### src/imgConv_defines.svh
`ifndef IMG_CONV_DEFINES_SVH
`define IMG_CONV_DEFINES_SVH

////////////////////////////////////////////////////////////
// Datapath widths
////////////////////////////////////////////////////////////

// Pixel and kernel coefficient width
`define IMG_PIX_W 8
// Pixel count and line memory address width
`define IMG_LEN_W 10
// Largest image the line memory can hold
`define IMG_MAX_LEN 1023
// Scaled convolution result
`define IMG_RES_W 13
// Right shift on the raw three-tap sum
`define IMG_SHIFT 5

// GPIO port widths
`define IMG_GPIO_IN_W 24
`define IMG_GPIO_OUT_W 32

`endif

### src/imgConvPkg.sv
`include "imgConv_defines.svh"

package imgConvPkg;

  // Basic vectors
  typedef logic [`IMG_PIX_W-1:0] pixelT;
  typedef logic [`IMG_LEN_W-1:0] imgLenT;
  typedef logic [`IMG_RES_W-1:0] resultT;

  // Kernel word as loaded from GPIO, k0 in the low byte
  typedef struct packed {
    pixelT k2;
    pixelT k1;
    pixelT k0;
  } kernelT;

  // GPIO command codes, 5 to 7 unused
  typedef enum logic [2:0] {
    kernelLoad  = 3'd0,
    sizeLoad    = 3'd1,
    pixelLoad   = 3'd2,
    dataRequest = 3'd3,
    goRun       = 3'd4
  } cmdCodeT;

  // Pixel sequencer FSM
  typedef enum logic [1:0] {
    seqIdle,
    seqLoad,
    seqRun,
    seqDone
  } seqStateT;

  // Three consecutive pixels, p0 is the oldest
  typedef struct packed {
    logic  valid;
    pixelT p2;
    pixelT p1;
    pixelT p0;
  } windowT;

  // One scaled result beat
  typedef struct packed {
    logic   valid;
    resultT data;
  } resultBeatT;

endpackage

### src/imgCmdRegs.sv
`include "imgConv_defines.svh"

module imgCmdRegs
  import imgConvPkg::*;
(
  input  logic                      i_CLK,
  input  logic                      i_rst,
  input  logic [`IMG_GPIO_IN_W-1:0] i_gpioData,
  input  cmdCodeT                   i_gpioCtrl,
  input  logic                      i_gpioValid,
  input  logic                      i_eop,
  output kernelT                    o_kernel,
  output imgLenT                    o_imgLen,
  output logic                      o_pixWrite,
  output pixelT                     o_pixData,
  output logic                      o_run,
  output logic                      o_readAdvance,
  output logic                      o_readClear
);

  // Edge detection state
  logic   validPrev;
  logic   eopPrev;
  logic   validEdge;
  logic   eopRise;

  // Register file
  kernelT kernelReg;
  imgLenT imgLenReg;
  pixelT  pixDataReg;
  logic   runReg;
  logic   loadReg;

  // Single cycle strobes
  logic   pixWriteReg;
  logic   readAdvReg;
  logic   readClrReg;

  ////////////////////////////////////////////////////////////
  // Valid and end of processing edges
  ////////////////////////////////////////////////////////////

  always_comb begin
    // New command only on a low to high valid transition
    validEdge = i_gpioValid & ~validPrev;
    // Release run on a fresh completion only
    // since eop stays high from the previous image
    eopRise   = i_eop & ~eopPrev;
  end

  ////////////////////////////////////////////////////////////
  // Command decode
  ////////////////////////////////////////////////////////////

  always_ff @(posedge i_CLK) begin
    if (i_rst) begin
      validPrev   <= 1'b0;
      eopPrev     <= 1'b0;
      kernelReg   <= '0;
      imgLenReg   <= '0;
      runReg      <= 1'b0;
      loadReg     <= 1'b0;
      pixWriteReg <= 1'b0;
      readAdvReg  <= 1'b0;
      readClrReg  <= 1'b0;
    end else begin
      validPrev   <= i_gpioValid;
      eopPrev     <= i_eop;
      // Strobes last one cycle
      pixWriteReg <= 1'b0;
      readAdvReg  <= 1'b0;
      readClrReg  <= 1'b0;

      if (runReg) begin
        // Processing owns the block, commands dropped
        if (eopRise) begin
          runReg <= 1'b0;
        end
      end else if (validEdge) begin
        case (i_gpioCtrl)
          kernelLoad: begin
            kernelReg <= kernelT'(i_gpioData);
          end
          sizeLoad: begin
            // Length locked once pixels start arriving
            if (!loadReg) begin
              imgLenReg <= i_gpioData[`IMG_LEN_W-1:0];
            end
          end
          pixelLoad: begin
            loadReg     <= 1'b1;
            pixWriteReg <= 1'b1;
          end
          dataRequest: begin
            readAdvReg <= 1'b1;
          end
          goRun: begin
            // Hand over to sequencer and restart readback
            runReg     <= 1'b1;
            loadReg    <= 1'b0;
            readClrReg <= 1'b1;
          end
          default: begin
          end
        endcase
      end
    end
  end

  // Pixel payload travels with the write strobe
  always_ff @(posedge i_CLK) begin
    if (!runReg && validEdge && i_gpioCtrl == pixelLoad) begin
      pixDataReg <= i_gpioData[`IMG_PIX_W-1:0];
    end
  end

  assign o_kernel      = kernelReg;
  assign o_imgLen      = imgLenReg;
  assign o_pixWrite    = pixWriteReg;
  assign o_pixData     = pixDataReg;
  assign o_run         = runReg;
  assign o_readAdvance = readAdvReg;
  assign o_readClear   = readClrReg;

endmodule

### config.mk
export PLATFORM = sky130hd
export DESIGN_NAME = imgCmdRegs
export DESIGN_NICKNAME = d
export VERILOG_FILES = /design/src/imgConvPkg.sv /design/src/imgCmdRegs.sv
export VERILOG_INCLUDE_DIRS = /design/src
export SDC_FILE = /design/constraint.sdc
export NUM_CORES = 1
export LEC_CHECK = 0
export BUFFER_PORTS_ARGS = -buffer_cell sky130_fd_sc_hd__clkbuf_2
export CORE_UTILIZATION = 45
export DETAILED_ROUTE_END_ITERATION = 10
export GPL_ROUTABILITY_DRIVEN = 0
export GPL_TIMING_DRIVEN = 0
export PLACE_DENSITY = 0.71
export REMOVE_ABC_BUFFERS = 1
export SLEW_MARGIN = 20
export SYNTH_ARGS = -nofsm -noshare
export SYNTH_HDL_FRONTEND = slang
export SYNTH_SLANG_ARGS = --single-unit
### constraint.sdc
create_clock -name i_CLK -period 1.7 [get_ports i_CLK]
set_input_delay 0.17 -clock i_CLK [delete_from_list [all_inputs] [get_ports i_CLK]]
set_output_delay 0.17 -clock i_CLK [all_outputs]
set_load 0.05 [all_outputs]
* After elaboration in Yosys (flattened, before gate mapping) *
Cells that the tools add are included.

cells by class
  equality and inequality tests = 4
  multiplexer cells = 7
  bitwise gates (word level) = 7
  reduce and logical (&&, ||, !) cells = 10

operators with widths
  kind                  number
  $eq A3 B2 Y1 const B  2
  $mux W1               6
  $reduce_and A3 Y1     2
  $not A1 Y1            5
  $reduce_and A4 Y1     1
  $eq A3 B1 Y1 const B  1
  $eq A3 B3 Y1 const B  1
  $logic_not A3 Y1      1
  $reduce_or A3 Y1      1
  $and A1 B1 Y1         2
  $logic_and A1 B1 Y1   2
  $pmux W1 S2           1
  $reduce_bool A2 Y1    1
  $reduce_or A2 Y1      1
  $logic_not A1 Y1      1

word-level totals
  bits of input ports = 31
  logic and storage cells = 40
  output and inout bits = 46
  register bits after elaboration = 49

* Longest topological paths before layout *
  word-level depth = 4
  gate-level depth with buffers = 4
  gate-level depth less buffers = 3

* Worst setup path before layout *
No wires, ideal clock.

  kind = register to register
  start = reg runReg (netlist: o_run)
  end = reg imgLenReg[1] (netlist: o_imgLen[1])
  period minus slack after synthesis = 1.815 ns
  setup time = 0.120 ns
  data arrival time = 1.695 ns
  path buffers = 1
  setup slack = -0.115 ns
  cell stages (with the launch flop) = 5
  data required time = 1.580 ns
  cells stage by stage = dfxtp_1 > or3b_4 > or4_4 > buf_6 > mux2i_1

between the ends
  cells in the longest elaborated chain, start to end = 2

ends and longest elaborated chain
  what                         RTL line          source
  start: declaration           imgCmdRegs.sv:31  logic runReg;
  start signal: assignment     imgCmdRegs.sv:61  runReg <= 1'b0;
  start signal: assignment     imgCmdRegs.sv:77  runReg <= 1'b0;
  start signal: assignment     imgCmdRegs.sv:99  runReg <= 1'b1;
  $not A1 Y1 (no line)         -
  $reduce_and A4 Y1 (no line)  -
  end signal: assignment       imgCmdRegs.sv:87  imgLenReg <= i_gpioData[`IMG_LEN_W-1:0];
  end: declaration             imgCmdRegs.sv:29  imgLenT imgLenReg;

No other way between the ends.
A chain may end at the register's enable or synchronous reset.

* Final worst setup path *
  start = reg runReg (netlist: o_run)
  end = reg imgLenReg[2] (netlist: o_imgLen[2])

Same word-level chain as after synthesis.

==> results_dict.tcl <==
set metrics [dict create \
    cts_hold_buffers 0 \
    power.combinational.fraction_pct 11.1 \
    max-cap-violations 0 \
    avgViaCountPerCell 4.650 \
    required_ns 1.88 \
    synth_cells 174 \
    setup_repair_after_global_routing_missed_its_margin "false" \
    tritoncts "built" \
    final_layout_size_suffix_gt1_share_pct 35.97 \
    die_height_um 68.24 \
    final_max_slew_viol_count 0 \
    p_seq_share_pct 57.5 \
    vdd_drop_max_v 0.0003675 \
    syn_avg_cell_area_um2 11.35 \
    maximum_achievable_frequency_ghz 0.6197 \
    timing.max_slew.rel_slack_pct 39.37 \
    final_critical_path_time_including_i_o_delays_and_setup_ns 1.614 \
    setup_viol 0 \
    start_util_pct 47.98 \
    final-instance-count-excl-fill 303 \
    synthToLayoutAreaGrowth_pct 26.62 \
    clk_pin_slew_ns 0.09 \
    final_area_um2 2500 \
    post-dp-hpwl_um 2578 \
    power_switching_share_pct 24.77 \
    worstHoldPathType "in -> reg" \
    drc_errors 0 \
    drtAntennaViolNets 0 \
    synthesis.yosys.warnings 0 \
    cp_max_fo 8 \
    cellLeakagePower_nw 1.114 \
    placed_area_um2 2389 \
    initialDrtViolationCount 116 \
    clock_skew_ns 0.008301 \
    path_type_of_the_worst_setup_path "reg -> reg" \
    antenna_cells 0 \
    timing_worst_slew_pin_value_ns 0.9095 \
    root_buf_cell "sky130_fd_sc_hd__clkbuf_8" \
    tritoncts_num_sinks 49 \
    post_synthesis_register_bit_count 49 \
    die_area_um2 4657 \
    wl_per_cell_um 12.17 \
    global_route.overflow_total 0 \
    wl_met2_um 1548 \
    final-hold-violation-count 0 \
    floorplan.rows 23 \
    power.switching_mw 0.5209 \
    outcome "complete, no violations" \
    grt_max_degree 67 \
    grt_use_total_pct 16.98 \
    antenna_found_initial 0 \
    met1_length_um 1742 \
    vias 1409 \
    power_per_cell_area_nw_per_um2 841.3 \
    start_kind "flop" \
    clock_latency_on_the_worst_skew_pair_ns 0.30 \
    post-route-period-util_pct 94.92 \
    core_area_um2 4115 \
    clock_tree.buffer_depth 2 \
    final_nets 283 \
    synth.cell_area_um2 1974 \
    drt_wl_total_um 3687 \
    grt_first_pass_wirelength_um 5782 \
    report.power.total_mw 2.103 \
    cts-buffers-inserted 5 \
    final.hold.worst_slack_ns 0.05739 \
    detailedRoute.firstPassIterationCount 4 \
    die_width_um 68.24 \
    critical_path_endpoint_category "flop" \
    internal_power_contribution_mw 1.582 \
    dp.cells 293 \
    cts-htree-levels 2 \
    part_of_the_power_in_the_clock_network_pct 31.4 \
    wl_met3_um 337 \
    synthDistinctLibCells 21 \
    top_layer_used "met4" \
    share_of_synthesized_area_occupied_by_flip_flops_and_latches_pct 53.74 \
    io_buffer_count 76 \
    io_pins 77 \
    number_of_global_route_vias_before_repair 1286 \
    finish.utilization_pct 60.75 \
    worst_ep_arrival_time_ns 1.80 \
]
==> critical path, cell delays in order (launching register included) <==
cell and delay, ns:
sky130_fd_sc_hd__dfxtp_1 0.35, sky130_fd_sc_hd__or3b_4 0.43, sky130_fd_sc_hd__or4_4 0.55, sky130_fd_sc_hd__mux2i_1 0.16
==> power by group through the flow <==
stage	Clock [mW]	Sequential, mW	Combinational, mW
finish	0.660	1.21	0.234
global placement	0	1.24	0.228
floorplan	0	1.30	0.0778
global route	0.736	1.21	0.252
detailed placement	0	1.24	0.232
CTS	0.684	1.21	0.235
==> metrics by stage <==
step                setup WS [ns]  TNS, ns
floorplan                 -0.6299   -14.54
global placement          -0.8375   -17.98
detailed placement       -0.09562  -0.7782
CTS                      0.001152        0
global route              0.04041        0
finish                    0.08644        0
==> sequential cells by signal, indices dropped and copies added (netlist names) <==
name	flops
o_kernel	24
o_imgLen	10
o_pixData	8
eopPrev	1
loadReg	1
o_pixWrite	1
o_readAdvance	1
o_readClear	1
o_run	1
validPrev	1
==> cells in the final DEF (no fill, tap or decap), drive strengths merged, types with 2 or more instances in the layout <==
master,count
dfxtp,41
nand3,2
nor2b,2
nor2,5
nor4,2
nand2b,58
clkbuf,83
buf,5
nand3b,2
edfxtp,8
nor3b,2
inv,2
mux2i,34
==> area by class of cell <==
class / instances / area, µm²
clock buffers: 7 / 76.32
clock inverters: 1 / 7.507
fillers: 355 / 1615
inverters: 2 / 7.507
multi-input cells: 113 / 855.8
flip-flops and latches: 49 / 1061
well taps: 50 / 62.56
repair buffers: 81 / 429.2
==> cell families (layout without fill, tap and decap cells) <==
group | count (synthesis) | count (layout) | share of synthesized area, %
simple gates | 76 | 76 | 24.90
mux | 34 | 34 | 17.24
flops | 49 | 49 | 53.74
compound gates | 3 | 3 | 0.9502
buf+inv | 12 | 91 | 3.169
==> Yosys cell counts <==
| cell | instances | area (µm²) |
|---|---|---|
| sky130_fd_sc_hd__nand2b_1 | 58 | 362.9 |
| sky130_fd_sc_hd__dfxtp_1 | 41 | 820.8 |
| sky130_fd_sc_hd__mux2i_1 | 34 | 340.3 |
| sky130_fd_sc_hd__edfxtp_1 | 8 | 240.2 |
| sky130_fd_sc_hd__clkbuf_1 | 6 | 22.52 |
| sky130_fd_sc_hd__nor2_1 | 5 | 18.77 |
| sky130_fd_sc_hd__buf_2 | 2 | 10.01 |
| sky130_fd_sc_hd__buf_6 | 2 | 22.52 |
| sky130_fd_sc_hd__inv_1 | 2 | 7.510 |
| sky130_fd_sc_hd__nand3_1 | 2 | 10.01 |
| sky130_fd_sc_hd__nand3b_1 | 2 | 15.01 |
| sky130_fd_sc_hd__nor2b_1 | 2 | 12.51 |
| sky130_fd_sc_hd__nor3b_1 | 2 | 15.01 |
| sky130_fd_sc_hd__a21oi_1 | 1 | 5.000 |
| sky130_fd_sc_hd__nor4_1 | 1 | 6.260 |
| sky130_fd_sc_hd__nor4_4 | 1 | 21.27 |
| sky130_fd_sc_hd__o21ai_0 | 1 | 5.000 |
| sky130_fd_sc_hd__o2bb2ai_1 | 1 | 8.760 |
| sky130_fd_sc_hd__or2b_1 | 1 | 7.510 |
| sky130_fd_sc_hd__or3b_4 | 1 | 11.26 |
| sky130_fd_sc_hd__or4_4 | 1 | 11.26 |
==> path summary, 6_finish.rpt <==
check / startpoint / to / slack [ns] / depth (start not counted)
hold reg to reg: o_kernel[23]$_SDFFE_PP0P_ / o_kernel[23]$_SDFFE_PP0P_ / 0.48 / 2
setup / recovery: o_run$_SDFF_PP0_ / o_imgLen[2]$_SDFFE_PP0P_ / 0.09 / 3
setup reg to reg: o_run$_SDFF_PP0_ / o_imgLen[2]$_SDFFE_PP0P_ / 0.09 / 3
hold / removal: i_gpioData[2] / o_pixData[2]$_DFFE_PP_ / 0.06 / 1
==> per-layer routing <==
layer / vias to the layer above / GRT usage [%]
li1: 730 / -
met1: 619 / 20.06
met2: 54 / 26.84
met3: 6 / 7.167
met4: 0 / 7.031
met5: - / 0
==> timing repair <==
action / in CTS / in global routing
setup endpoints to repair: 14 / 22
setup buffers: 1 / 1
hold endpoints to repair: 0 / 0
pin swaps: 1 / 2
gates resized for setup: 2 / 1
No activity file was read; power rests on OpenSTA's default activity.
