[src/imgConv_defines.svh]
`ifndef IMG_CONV_DEFINES_SVH
`define IMG_CONV_DEFINES_SVH

////////////////////////////////////////////////////////////
// Datapath widths
////////////////////////////////////////////////////////////

// Pixel and kernel coefficient width
`define IMG_PIX_W 8
// Pixel count and line memory address width
`define IMG_LEN_W 10
// Largest image the line memory can hold
`define IMG_MAX_LEN 1023
// Scaled convolution result
`define IMG_RES_W 13
// Right shift on the raw three-tap sum
`define IMG_SHIFT 5

// GPIO port widths
`define IMG_GPIO_IN_W 24
`define IMG_GPIO_OUT_W 32

`endif

[src/imgConvPkg.sv]
`include "imgConv_defines.svh"

package imgConvPkg;

  // Basic vectors
  typedef logic [`IMG_PIX_W-1:0] pixelT;
  typedef logic [`IMG_LEN_W-1:0] imgLenT;
  typedef logic [`IMG_RES_W-1:0] resultT;

  // Kernel word as loaded from GPIO, k0 in the low byte
  typedef struct packed {
    pixelT k2;
    pixelT k1;
    pixelT k0;
  } kernelT;

  // GPIO command codes, 5 to 7 unused
  typedef enum logic [2:0] {
    kernelLoad  = 3'd0,
    sizeLoad    = 3'd1,
    pixelLoad   = 3'd2,
    dataRequest = 3'd3,
    goRun       = 3'd4
  } cmdCodeT;

  // Pixel sequencer FSM
  typedef enum logic [1:0] {
    seqIdle,
    seqLoad,
    seqRun,
    seqDone
  } seqStateT;

  // Three consecutive pixels, p0 is the oldest
  typedef struct packed {
    logic  valid;
    pixelT p2;
    pixelT p1;
    pixelT p0;
  } windowT;

  // One scaled result beat
  typedef struct packed {
    logic   valid;
    resultT data;
  } resultBeatT;

endpackage

[src/conv3Tap.sv]
`include "imgConv_defines.svh"

module conv3Tap
  import imgConvPkg::*;
(
  input  logic       i_CLK,
  input  logic       i_rst,
  input  kernelT     i_kernel,
  input  windowT     i_window,
  output resultBeatT o_result
);

  localparam int PROD_W = 2 * `IMG_PIX_W;
  // Room for three full products
  localparam int SUM_W  = PROD_W + 2;

  logic [PROD_W-1:0] prod0;
  logic [PROD_W-1:0] prod1;
  logic [PROD_W-1:0] prod2;
  logic              prodValid;
  logic [SUM_W-1:0]  sum;
  resultT            resData;
  logic              resValid;

  ////////////////////////////////////////////////////////////
  // Stage 1 products
  ////////////////////////////////////////////////////////////

  always_ff @(posedge i_CLK) begin
    if (i_window.valid) begin
      prod0 <= i_kernel.k0 * i_window.p0;
      prod1 <= i_kernel.k1 * i_window.p1;
      prod2 <= i_kernel.k2 * i_window.p2;
    end
  end

  ////////////////////////////////////////////////////////////
  // Stage 2 sum and scale
  ////////////////////////////////////////////////////////////

  always_comb begin
    sum = SUM_W'(prod0) + SUM_W'(prod1) + SUM_W'(prod2);
  end

  // Worst case 3*255*255 >> 5 still fits 13 bits
  always_ff @(posedge i_CLK) begin
    if (prodValid) begin
      resData <= resultT'(sum >> `IMG_SHIFT);
    end
  end

  // Valid follows the data two cycles behind the window
  always_ff @(posedge i_CLK) begin
    if (i_rst) begin
      prodValid <= 1'b0;
      resValid  <= 1'b0;
    end else begin
      prodValid <= i_window.valid;
      resValid  <= prodValid;
    end
  end

  assign o_result = '{valid: resValid, data: resData};

endmodule

[config.mk]
export PLATFORM = sky130hd
export DESIGN_NAME = conv3Tap
export DESIGN_NICKNAME = d
export VERILOG_FILES = /design/src/imgConvPkg.sv /design/src/conv3Tap.sv
export VERILOG_INCLUDE_DIRS = /design/src
export SDC_FILE = /design/constraint.sdc
export NUM_CORES = 1
export LEC_CHECK = 0
export BUFFER_PORTS_ARGS = -buffer_cell sky130_fd_sc_hd__clkbuf_2
export CAP_MARGIN = 0
export CORE_MARGIN = 10
export CORE_UTILIZATION = 63
export DETAILED_ROUTE_END_ITERATION = 6
export PLACE_DENSITY = 0.9
export SETUP_SLACK_MARGIN = 0.5
export SLEW_MARGIN = 20
export SYNTH_ARGS = -nofsm -noshare
export SYNTH_HDL_FRONTEND = slang
export SYNTH_SLANG_ARGS = --single-unit
[constraint.sdc]
create_clock -name i_CLK -period 6.75 [get_ports i_CLK]
set_input_delay 1.6875 -clock i_CLK [delete_from_list [all_inputs] [get_ports i_CLK]]
set_output_delay 1.6875 -clock i_CLK [all_outputs]
set_load 0.01 [all_outputs]
# After elaboration in Yosys (flattened, before gate mapping)
# Index checks and enable logic that the tools add are counted.
# totals
input_bits,51
rom_bits,0
register_bits,63
latch_bits,0
mem_count,0
ram_bits,0
# op_classes
n_shift,0
n_addsub,2
n_mux,0
order_cmp,0
n_reduce_logical,0
bitwise_logic,0
eq_ne,0
multipliers,3
div_mod_pow,0
# ops
cell,count
multiplier 8 x 8 -> 16 bit,3
adder 17 x 16 -> 18 bit,1
adder 16 x 16 -> 17 bit,1

# Longest topological paths before layout
# Gate-level depths: netlist of run 1.
# logic_depth
ltp_word,2
depth_mapped,16
mapped_depth_nobuf,16

# Worst setup path before layout of run 1
# No wires, ideal clock.
# synth_path
path_type,input -> register
from,input i_kernel[8] (netlist bit)
to,"register prod1[14], data pin"
setup_ns,0.264
path_stages,15
required_time_ns,6.486
setup_slack_ns,1.258
t_arrival_ns,5.229
path_cell_list,nand2_1 fa_1 fa_1 inv_1 fa_1 inv_1 fa_1 inv_1 ha_1 o21ai_0 nand2_1 a31oi_1 nor2_1 a221oi_1 xnor2_1
# synth_via
elab_chain_cells,1
# synth_lines
item,line_no,source
from (decl),conv3Tap.sv:8,"input kernelT i_kernel,"
multiplier 8 x 8 -> 16 bit,conv3Tap.sv:32,prod1 <= i_kernel.k1 * i_window.p1;
to (signal assigned),conv3Tap.sv:32,
to (decl),conv3Tap.sv:18,logic [PROD_W-1:0] prod1;
# No other way between the ends.
# A chain may end at the register's enable or synchronous reset.

# Worst setup path in the final report of run 1
# layout_path
from,input i_window[2] (netlist bit)
to,"register prod0[15], data pin"
# layout_via
elab_chain_cells,1
# layout_lines
item,line_no,source
from (decl),conv3Tap.sv:9,"input windowT i_window,"
multiplier 8 x 8 -> 16 bit,conv3Tap.sv:31,prod0 <= i_kernel.k0 * i_window.p0;
to (signal assigned),conv3Tap.sv:31,
to (decl),conv3Tap.sv:17,logic [PROD_W-1:0] prod0;
# No other way between the ends.

==> results of run 1 <==
-- layout make-up --
cell class | instances | area, µm²
multi-input cells | 693 | 6740
fillers | 1002 | 4360
repair buffers | 65 | 328
clock buffers | 9 | 225
well taps | 184 | 230
inverters | 160 | 601
flip-flops and latches | 63 | 1870
clock inverters | 5 | 75.1
-- stage by stage --
| step | util [%] | cell area [µm²] | cells |
|---|---|---|---|
| after floorplan | - | 9230 | 919 |
| after global placement | 67.7 | 9770 | 1165 |
| after detailed placement | 67.7 | 9770 | 1165 |
| after CTS | 69.8 | 10100 | 1179 |
| after global routing | 69.8 | 10100 | 1179 |
| final | 69.8 | 10100 | 1179 |
-- how the worst max path moves through the flow --
stage | to | slack (ns)
detailed placement | prod0[15] | 0.40
global route | prod0[15] | 0.60
finish | prod0[15] | 0.68
CTS | prod0[15] | 0.75
floorplan | prod1[14] | 1.26
global placement | prod0[15] | 0.62
-- sequential cells by signal, summed over array words and instances (netlist names) --
register and cells:
prod0 16, prod1 16, prod2 16, resData 13
prodValid 1, resValid 1
-- power by group through the flow --
stage | sequential (mW) | clock, mW | combinational (mW)
global placement | 0.851 | 0 | 2.69
global route | 0.867 | 0.499 | 3.31
finish | 0.852 | 0.475 | 2.99
floorplan | 0.849 | 0 | 2.18
CTS | 0.853 | 0.478 | 2.94
detailed placement | 0.858 | 0 | 2.86
-- Yosys cell counts (all sizes together) (2+ instances only) --
| library cell | n |
|---|---|
| a221oi | 2 |
| dfxtp | 2 |
| xor2 | 7 |
| xnor2 | 33 |
| a2111oi | 4 |
| nor2b | 12 |
| clkbuf | 2 |
| and2 | 159 |
| a311oi | 2 |
| nand3 | 8 |
| and3 | 4 |
| nor2 | 28 |
| edfxtp | 61 |
| fa | 123 |
| a21oi | 33 |
| nand2b | 5 |
| a211oi | 5 |
| or3 | 3 |
| o31ai | 2 |
| nand2 | 62 |
| a21o | 8 |
| nor3 | 14 |
| a41oi | 2 |
| o21ai | 20 |
| inv | 160 |
| o2111ai | 2 |
| o41ai | 2 |
| ha | 123 |
| mux2i | 3 |
| o211ai | 5 |
| o21a | 2 |
| o21bai | 8 |
| a31oi | 4 |
-- per-layer routing --
metal	global-route usage [%]	share of wire, %	vias to the layer above
met5	0	0	-
met3	3.02	5.2	34
met1	25.2	42	3296
met2	34.0	51	216
li1	-	-	3145
met4	5.71	2.0	0
-- cells by family after synthesis --
kind of cell	Yosys count	share of synthesized area, %
flip-flops	63	20.3
AND/OR/NAND/NOR	298	17.6
AO/OA/AOI/OAI	105	7.81
buffers and inverters	163	6.69
multiplexers	4	0.448
XOR/XNOR	40	3.80
adder cells (fa/ha/maj)	246	43.4
-- worst max-delay path: cells and delay by family --
kind                       cells  cell delay (ns)
adders and majority gates      5             2.32
AOI/OAI and AO/OA              4             1.55
buffers and inverters          4             0.29
muxes                          1             0.13
and+or+nand+nor                1             0.11
==> flow_metrics.py, run 1 <==
metrics = {
    "floorplanning": {
        "design.die.area_um2": 19900,
        "placementRows": 44,
        "core-area_um2": 14400,
        "initial_utilization_pct": 64.0,
        "die-height_um": 141,
        "floorplan.die.width_um": 141,
        "ios": 65,
    },
    "grt": {
        "grt_start_max_net_pins": 50,
        "track_usage_pct": 19.8,
        "grt_antenna_before_repair": 0,
        "global_route_congestion_overflow_total": 0,
        "first_global_vias": 7174,
        "grt_pass1_wl_um": 33200,
    },
    "synthesis": {
        "yosysWarningCount": 0,
        "post_synth_edffs": 61,
        "synth.ff_latch_count": 63,
        "cell_area_synth_um2": 9230,
        "synthCells": 919,
        "yosysSeqAreaShare_pct": 20.3,
        "syn_area_per_cell_um2": 10.0,
        "synth_ff_type": "edfxtp_1",
        "post_synth_main_area_contributors": "fa_1 (27%), edfxtp_1 (20%), ha_1 (17%), and2_1 (11%), inv_1 (6.5%)",
        "synth_largest_area_cell": "fa_1",
        "synth.lib_cells_used.distinct": 48,
        "post-synth-top-area-fraction_pct": 26.7,
        "postSynthNetCount": 1216,
        "asyncSetResetFlopFracSynth_pct": 0,
    },
    "clock_network": {
        "tritoncts.num_buffers": 9,
        "clkLatencyLatePin_ns": 0.33,
        "post_cts_repair_timing_setup_buffer_count": 0,
        "cts.clk_slew.worst_paths_ns": 0.05,
        "ctsResizeCount": 0,
        "ctsRootBufferMaster": "clkbuf_16",
        "cts_tree": "done",
        "clock_tree.htree_level_count": 3,
        "holdBufCountCts": 0,
        "cts_sinks": 63,
        "cts_max_path_buffers": 2,
    },
    "detailed_routing": {
        "routedWlPerCell_um": 16.2,
        "drt-pass1-iter-count": 6,
        "drtAntennaViolNets": 0,
        "routed-via-count": 6691,
        "drc_errors": 0,
        "drt_via_density": 5.68,
        "totalWireLength_um": 19100,
        "drt_iter0_drc": 589,
    },
    "setup_path": {
        "timing_worst_setup_path_type": "primary input to flip-flop",
        "worstPathCellList": "clkbuf_2, nand2_1, fa_1, fa_1, inv_1, fa_1, inv_1, fa_1, inv_1, ha_1, o21ai_0, a21oi_1, o41ai_4, mux2i_1, a2111oi_0",
        "cp_slowest_cell": "a2111oi_0",
        "worstRegToRegCells": 8,
        "rr_endpoint": "resData[10]",
        "r2r_slack_ns": 3.73,
        "critical-path-top-cell-by-count": "fa_1",
        "critPathMaxFanout": 8,
        "data_required_critical_path_ns": 6.78,
        "crit_arrival_ns": 6.09,
        "cp_slowest_stage_delay_ns": 0.68,
        "timing.critical_path.to_type": "flip-flop",
        "regToRegStartpoint": "prod1[6]",
        "setup.worst_path.start": "i_window[2]",
        "setup.worst_path.start_class": "primary input",
    },
    "hold_path": {
        "timing.hold.worst.class": "flip-flop to flip-flop",
        "hold_start": "prodValid",
        "timing.hold.worst_path_depth": 0,
        "whs_endpoint": "resData[12]",
    },
    "pwr": {
        "totalPowerFinal_mw": 4.31,
        "leakage_nw": 4.93,
        "power.sequential.fraction_pct": 19.7,
        "internal_power_mw": 2.35,
        "clock_power_share_pct": 11.0,
        "sw_frac_of_total_pct": 45.5,
        "powerDensity_nw_per_um2": 428,
        "power.combinational.fraction_pct": 69.2,
        "p_switching_mw": 1.96,
        "peakVddDrop_mv": 0.349,
    },
    "timing": {
        "drv_slew": 0,
        "setup_viol_count_final": 0,
        "final-hold-violation-count": 0,
        "slew-limit-headroom_pct": 50.4,
        "highest_clock_rate_ghz": 0.165,
        "timing.hold.ws_ns": 0.771,
        "totalNegativeSetupSlack_ns": 0,
        "tightestPinTransition_ns": 0.725,
        "timing.final.crit_period_ns": 6.07,
        "rsz0062_at_grt": "false",
        "timing.final.crit_share_pct": 89.9,
        "worst_slack_ns": 0.685,
        "finClkSkew_ns": 0.00700,
    },
    "cells_and_area": {
        "antenna-diode-count": 0,
        "areaGrowthSynthToFinish_pct": 9.13,
        "finalNetCount": 1289,
        "layout.cells.most_common": "inv_1",
        "drive_gt1_share_pct": 8.64,
        "final_cell_mix": "inv_1 (160), and2_1 (159), fa_1 (123), ha_1 (123), clkbuf_2 (64)",
    },
    "place": {
        "place_worst_setup_slack_ns": 0.404,
        "finalWeightedCongestion": 0.854,
        "post-dp-hpwl_um": 15500,
        "buffer_ports.inserted": 64,
    },
    "status": {
        "status": "finished, final reports clean",
    },
    "run": {
        "maxCapViolCount": 0,
    },
}
No activity file was read; power rests on OpenSTA's default activity.
==> run 2: changes to the inputs <==
==> constraint.sdc (replaced) <==
create_clock -name i_CLK -period 6.75 [get_ports i_CLK]
set_input_delay 1.35 -clock i_CLK [delete_from_list [all_inputs] [get_ports i_CLK]]
set_output_delay 1.35 -clock i_CLK [all_outputs]
set_load 0.01 [all_outputs]
==> run 2 against run 1 <==
- combinational power barely moved
- fmax rose by 5.8%
- cell count did not move
- hold slack got worse by 0.0083 ns
- wire length fell by 0.39%
- non-clock buffer count did not move
- global-route usage fell by 0.15 points
- sequential share of layout area did not move
- setup slack improved by 0.33 ns
- sequential power barely moved
- critical path type unchanged
==> flow_metrics.py, run 2 (synthesis results as in run 1) <==
metrics = {
    "grt": {
        "grt_antenna_before_repair": 0,
        "track_usage_pct": 19.6,
        "grt_start_max_net_pins": 50,
        "grt_pass1_wl_um": 33000,
        "global_route_congestion_overflow_total": 0,
        "first_global_vias": 7080,
    },
    "floorplanning": {
        "initial_utilization_pct": 64.0,
        "floorplan.die.width_um": 141,
        "ios": 65,
        "placementRows": 44,
        "core-area_um2": 14400,
        "die-height_um": 141,
        "design.die.area_um2": 19900,
    },
    "timing": {
        "setup_viol_count_final": 0,
        "finClkSkew_ns": 0.00663,
        "totalNegativeSetupSlack_ns": 0,
        "rsz0062_at_grt": "false",
        "slew-limit-headroom_pct": 52.0,
        "final-hold-violation-count": 0,
        "worst_slack_ns": 1.02,
        "highest_clock_rate_ghz": 0.174,
        "timing.final.crit_share_pct": 84.9,
        "timing.final.crit_period_ns": 5.73,
        "tightestPinTransition_ns": 0.703,
        "drv_slew": 0,
    },
    "hold_path": {
        "hold_start": "prodValid",
        "timing.hold.worst.class": "flip-flop to flip-flop",
    },
    "detailed_routing": {
        "routed-via-count": 6706,
        "drt_via_density": 5.69,
        "drtAntennaViolNets": 0,
        "drt-pass1-iter-count": 6,
        "totalWireLength_um": 19100,
        "drc_errors": 0,
        "drt_iter0_drc": 467,
        "routedWlPerCell_um": 16.2,
    },
    "clock_network": {
        "holdBufCountCts": 0,
        "cts_tree": "done",
        "cts_sinks": 63,
        "post_cts_repair_timing_setup_buffer_count": 0,
        "ctsRootBufferMaster": "clkbuf_16",
        "ctsResizeCount": 0,
        "cts.clk_slew.worst_paths_ns": 0.05,
        "clock_tree.htree_level_count": 3,
        "tritoncts.num_buffers": 9,
        "clkLatencyLatePin_ns": 0.33,
        "cts_max_path_buffers": 2,
    },
    "setup_path": {
        "setup.worst_path.start": "i_window[2]",
        "data_required_critical_path_ns": 6.78,
        "timing_worst_setup_path_type": "primary input to flip-flop",
        "critical_path_buf_inv_count": 4,
        "setup.worst_path.start_class": "primary input",
        "critical-path-top-cell-by-count": "fa_1",
        "timing.critical_path.to_type": "flip-flop",
        "cp_slowest_stage_delay_ns": 0.66,
        "cp_slowest_cell": "a2111oi_0",
        "regToRegStartpoint": "prod1[6]",
        "crit_arrival_ns": 5.76,
        "critPathMaxFanout": 8,
        "worstPathCellList": "clkbuf_2, nand2_1, fa_1, fa_1, inv_1, fa_1, inv_1, fa_1, inv_1, ha_1, o21ai_0, a21oi_1, o41ai_4, mux2i_1, a2111oi_0",
        "timing.critical_path.max_delay_family": "adder cells",
    },
    "cells_and_area": {
        "biggest_regs": "prod0: 16 flops, prod1: 16 flops, prod2: 16 flops",
        "finalNetCount": 1289,
        "areaGrowthSynthToFinish_pct": 9.13,
        "antenna-diode-count": 0,
        "layout.cells.most_common": "inv_1",
        "drive_gt1_share_pct": 8.64,
        "final_cell_mix": "inv_1 (160), and2_1 (159), fa_1 (123), ha_1 (123), clkbuf_2 (64)",
        "postLayoutCoreUtil_pct": 69.8,
    },
    "pwr": {
        "peakVddDrop_mv": 0.334,
        "leakage_nw": 4.93,
        "powerDensity_nw_per_um2": 426,
        "totalPowerFinal_mw": 4.29,
    },
    "place": {
        "finalWeightedCongestion": 0.854,
        "place_worst_setup_slack_ns": 0.764,
        "post-dp-hpwl_um": 15500,
        "buffer_ports.inserted": 64,
    },
    "run": {
        "maxCapViolCount": 0,
    },
    "status": {
        "status": "finished, final reports clean",
    },
}
==> run 2: cell counts in the layout (fill, tap and decap cells not counted) <==
Identical to the previous run, type by type.
==> run 2: layer usage <==
layer | vias to the layer above | global-route usage [%] | share of wire [%]
li1 | 3135 | - | -
met1 | 3292 | 25.0 | 42
met2 | 237 | 34.0 | 51
met3 | 42 | 2.92 | 5.3
met4 | 0 | 5.27 | 1.9
met5 | - | 0 | 0
==> run 2: final timing paths <==
check             depth (start not counted)  slack, ns           to
hold / removal                            0       0.76  resData[12]
setup reg to reg                          8       3.73  resData[10]
setup / recovery                         15       1.02    prod0[15]
hold reg to reg                           0       0.76  resData[12]
==> run 2: per-stage QoR <==
step | instances | instance area, µm² | hold slack (ns)
after floorplan | 919 | 9230 | 0.644
after global placement | 1165 | 9770 | 0.736
after detailed placement | 1165 | 9770 | 0.742
after CTS | 1179 | 10100 | 0.759
after global routing | 1179 | 10100 | 0.796
final | 1179 | 10100 | 0.763
==> run 2: layout make-up <==
type	instances	area, µm²
Clock buffer	9	225
Sequential cell	63	1870
Fill cell	995	4360
Clock inverter	5	75.1
Timing Repair Buffer	65	328
Inverter	160	601
Multi-Input combinational cell	693	6740
Tap cell	184	230
==> run 2: report_power, final <==
| group | leakage [nW] | switching, mW | internal [mW] |
|---|---|---|---|
| Combinational | 4.19 | 1.69 | 1.26 |
| Sequential | 0.606 | 0.0904 | 0.764 |
| Clock | 0.142 | 0.162 | 0.316 |
| Total | 4.93 | 1.95 | 2.34 |
==> run 3: changes to the inputs <==
--- a/config.mk
+++ b/config.mk
@@ -9,9 +9,9 @@
 export BUFFER_PORTS_ARGS = -buffer_cell sky130_fd_sc_hd__clkbuf_2
 export CAP_MARGIN = 0
 export CORE_MARGIN = 10
-export CORE_UTILIZATION = 63
+export CORE_UTILIZATION = 57
 export DETAILED_ROUTE_END_ITERATION = 6
-export PLACE_DENSITY = 0.9
+export PLACE_DENSITY = 0.86
 export SETUP_SLACK_MARGIN = 0.5
 export SLEW_MARGIN = 20
 export SYNTH_ARGS = -nofsm -noshare
==> constraint.sdc (replaced) <==
create_clock -name i_CLK -period 5 [get_ports i_CLK]
set_input_delay 1 -clock i_CLK [delete_from_list [all_inputs] [get_ports i_CLK]]
set_output_delay 1 -clock i_CLK [all_outputs]
set_load 0.01 [all_outputs]
==> run 3 against run 2 <==
- clock-buffer cell count increased by 3
- final area increased by 8.5%
- cell count increased by 3.7%
- critical endpoint is now prod1[14]
==> flow_metrics.py, run 3 (synthesis results as in run 1) <==
metrics = {
    "detailed_routing": {
        "totalWireLength_um": 20100,
        "routed-via-count": 6658,
        "drt_iter0_drc": 411,
        "drc_errors": 0,
        "routedWlPerCell_um": 16.5,
        "drt_via_density": 5.44,
        "drtAntennaViolNets": 0,
        "drt-pass1-iter-count": 5,
    },
    "setup_path": {
        "crit_arrival_ns": 4.57,
        "data_required_critical_path_ns": 5.08,
        "cp_slowest_cell": "fa_1",
        "critical-path-top-cell-by-count": "fa_1",
        "timing.critical_path.to_type": "flip-flop",
        "timing.critical_path.max_delay_family": "adder cells",
        "setup.worst_path.start_class": "primary input",
        "timing_worst_setup_path_type": "primary input to flip-flop",
        "critPathMaxFanout": 8,
        "worstPathCellList": "buf_4, nand2_2, fa_1, fa_1, inv_1, fa_1, inv_2, fa_1, inv_2, ha_4, nor3_2, o21ai_2, a31oi_4, nor2_2, a221oi_2, xnor2_1",
        "cp_slowest_stage_delay_ns": 0.55,
        "critical_path_buf_inv_count": 4,
    },
    "grt": {
        "first_global_vias": 7001,
        "grt_start_max_net_pins": 50,
        "global_route_congestion_overflow_total": 0,
        "track_usage_pct": 17.7,
        "grt_antenna_before_repair": 0,
        "grt_pass1_wl_um": 32400,
    },
    "timing": {
        "tightestPinTransition_ns": 0.737,
        "timing.final.crit_share_pct": 89.7,
        "rsz0062_at_grt": "true",
        "timing.hold.ws_ns": 0.749,
        "timing.final.crit_period_ns": 4.48,
        "highest_clock_rate_ghz": 0.223,
        "worst_slack_ns": 0.515,
        "slew-limit-headroom_pct": 50.6,
        "final-hold-violation-count": 0,
        "totalNegativeSetupSlack_ns": 0,
        "finClkSkew_ns": 0.00824,
        "setup_viol_count_final": 0,
        "drv_slew": 0,
    },
    "place": {
        "buffer_ports.inserted": 64,
        "finalWeightedCongestion": 0.863,
        "post-dp-hpwl_um": 15100,
        "placedInstanceArea_um2": 10000,
        "place_worst_setup_slack_ns": -0.0856,
    },
    "floorplanning": {
        "floorplan.die.width_um": 147,
        "placementRows": 46,
        "design.die.area_um2": 21700,
        "core-area_um2": 15900,
        "die-height_um": 147,
        "ios": 65,
        "initial_utilization_pct": 58.1,
    },
    "clock_network": {
        "clkLatencyLatePin_ns": 0.34,
        "tritoncts.num_buffers": 9,
        "cts.clk_slew.worst_paths_ns": 0.05,
        "cts_sinks": 63,
        "holdBufCountCts": 0,
        "ctsRootBufferMaster": "clkbuf_16",
        "clock_tree.htree_level_count": 3,
        "cts_tree": "done",
        "cts_max_path_buffers": 2,
    },
    "run": {
        "maxCapViolCount": 0,
    },
    "hold_path": {
        "timing.hold.worst.class": "flip-flop to flip-flop",
    },
    "cells_and_area": {
        "areaGrowthSynthToFinish_pct": 18.4,
        "biggest_regs": "prod0: 16 flops, prod1: 16 flops, prod2: 16 flops",
        "antenna-diode-count": 0,
        "final_cell_mix": "inv_1 (153), and2_1 (145), fa_1 (115), ha_1 (108), edfxtp_1 (61)",
        "finalNetCount": 1299,
        "postLayoutCellArea_um2": 10900,
        "layout.cells.most_common": "inv_1",
        "drive_gt1_share_pct": 19.1,
    },
    "pwr": {
        "leakage_nw": 5.11,
        "peakVddDrop_mv": 0.436,
        "powerDensity_nw_per_um2": 590,
    },
    "status": {
        "status": "finished, final reports clean",
    },
}
run 3: power by group:
part	internal, mW	total, mW	switching (mW)
clock	0.410	0.633	0.223
sequential	1.03	1.15	0.115
combinational	2.11	4.67	2.56
run 3: path summary, 6_finish.rpt:
path	from	to	slack, ns	depth (start not counted)
hold reg to reg	prodValid	resData[7]	0.75	0
setup / recovery	i_window[10]	prod1[14]	0.52	16
setup reg to reg	prod1[7]	resData[10]	1.99	8
hold / removal	prodValid	resData[7]	0.75	0
run 3: layer usage:
layer | vias up | wire length, µm | global-route usage (%) | share of wire, %
met5 | - | 0 | 0 | 0
met4 | 0 | 525 | 4.21 | 2.6
met3 | 41 | 781 | 2.61 | 3.9
met2 | 167 | 10400 | 31.5 | 52
met1 | 3299 | 8440 | 22.2 | 42
li1 | 3151 | - | - | -
run 3: metrics by stage:
step / instances / util, % / power (mW)
detailed placement: 1198 / 63.0 / 5.23
floorplan: 919 / - / 4.29
global route: 1223 / 68.8 / 7.00
CTS: 1217 / 65.6 / 6.04
global placement: 1198 / 63.0 / 5.04
finish: 1223 / 68.8 / 6.45
run 3: cell type report:
class                      count  area [µm²]
tap                          216         270
multi-input combinational    693        7280
timing repair buffer          75         604
sequential                    63        1870
inverter                     160         601
fill                        1096        4960
clock inverter                 4        45.0
clock buffer                  12         256
run 3: what timing repair did:
item | in CTS | in global routing
pin swaps | 17 | 54
gates resized for setup | 22 | 196
endpoints found under the setup margin | 7 | 13
cloned | 0 | 0
setup buffers | 3 | 6
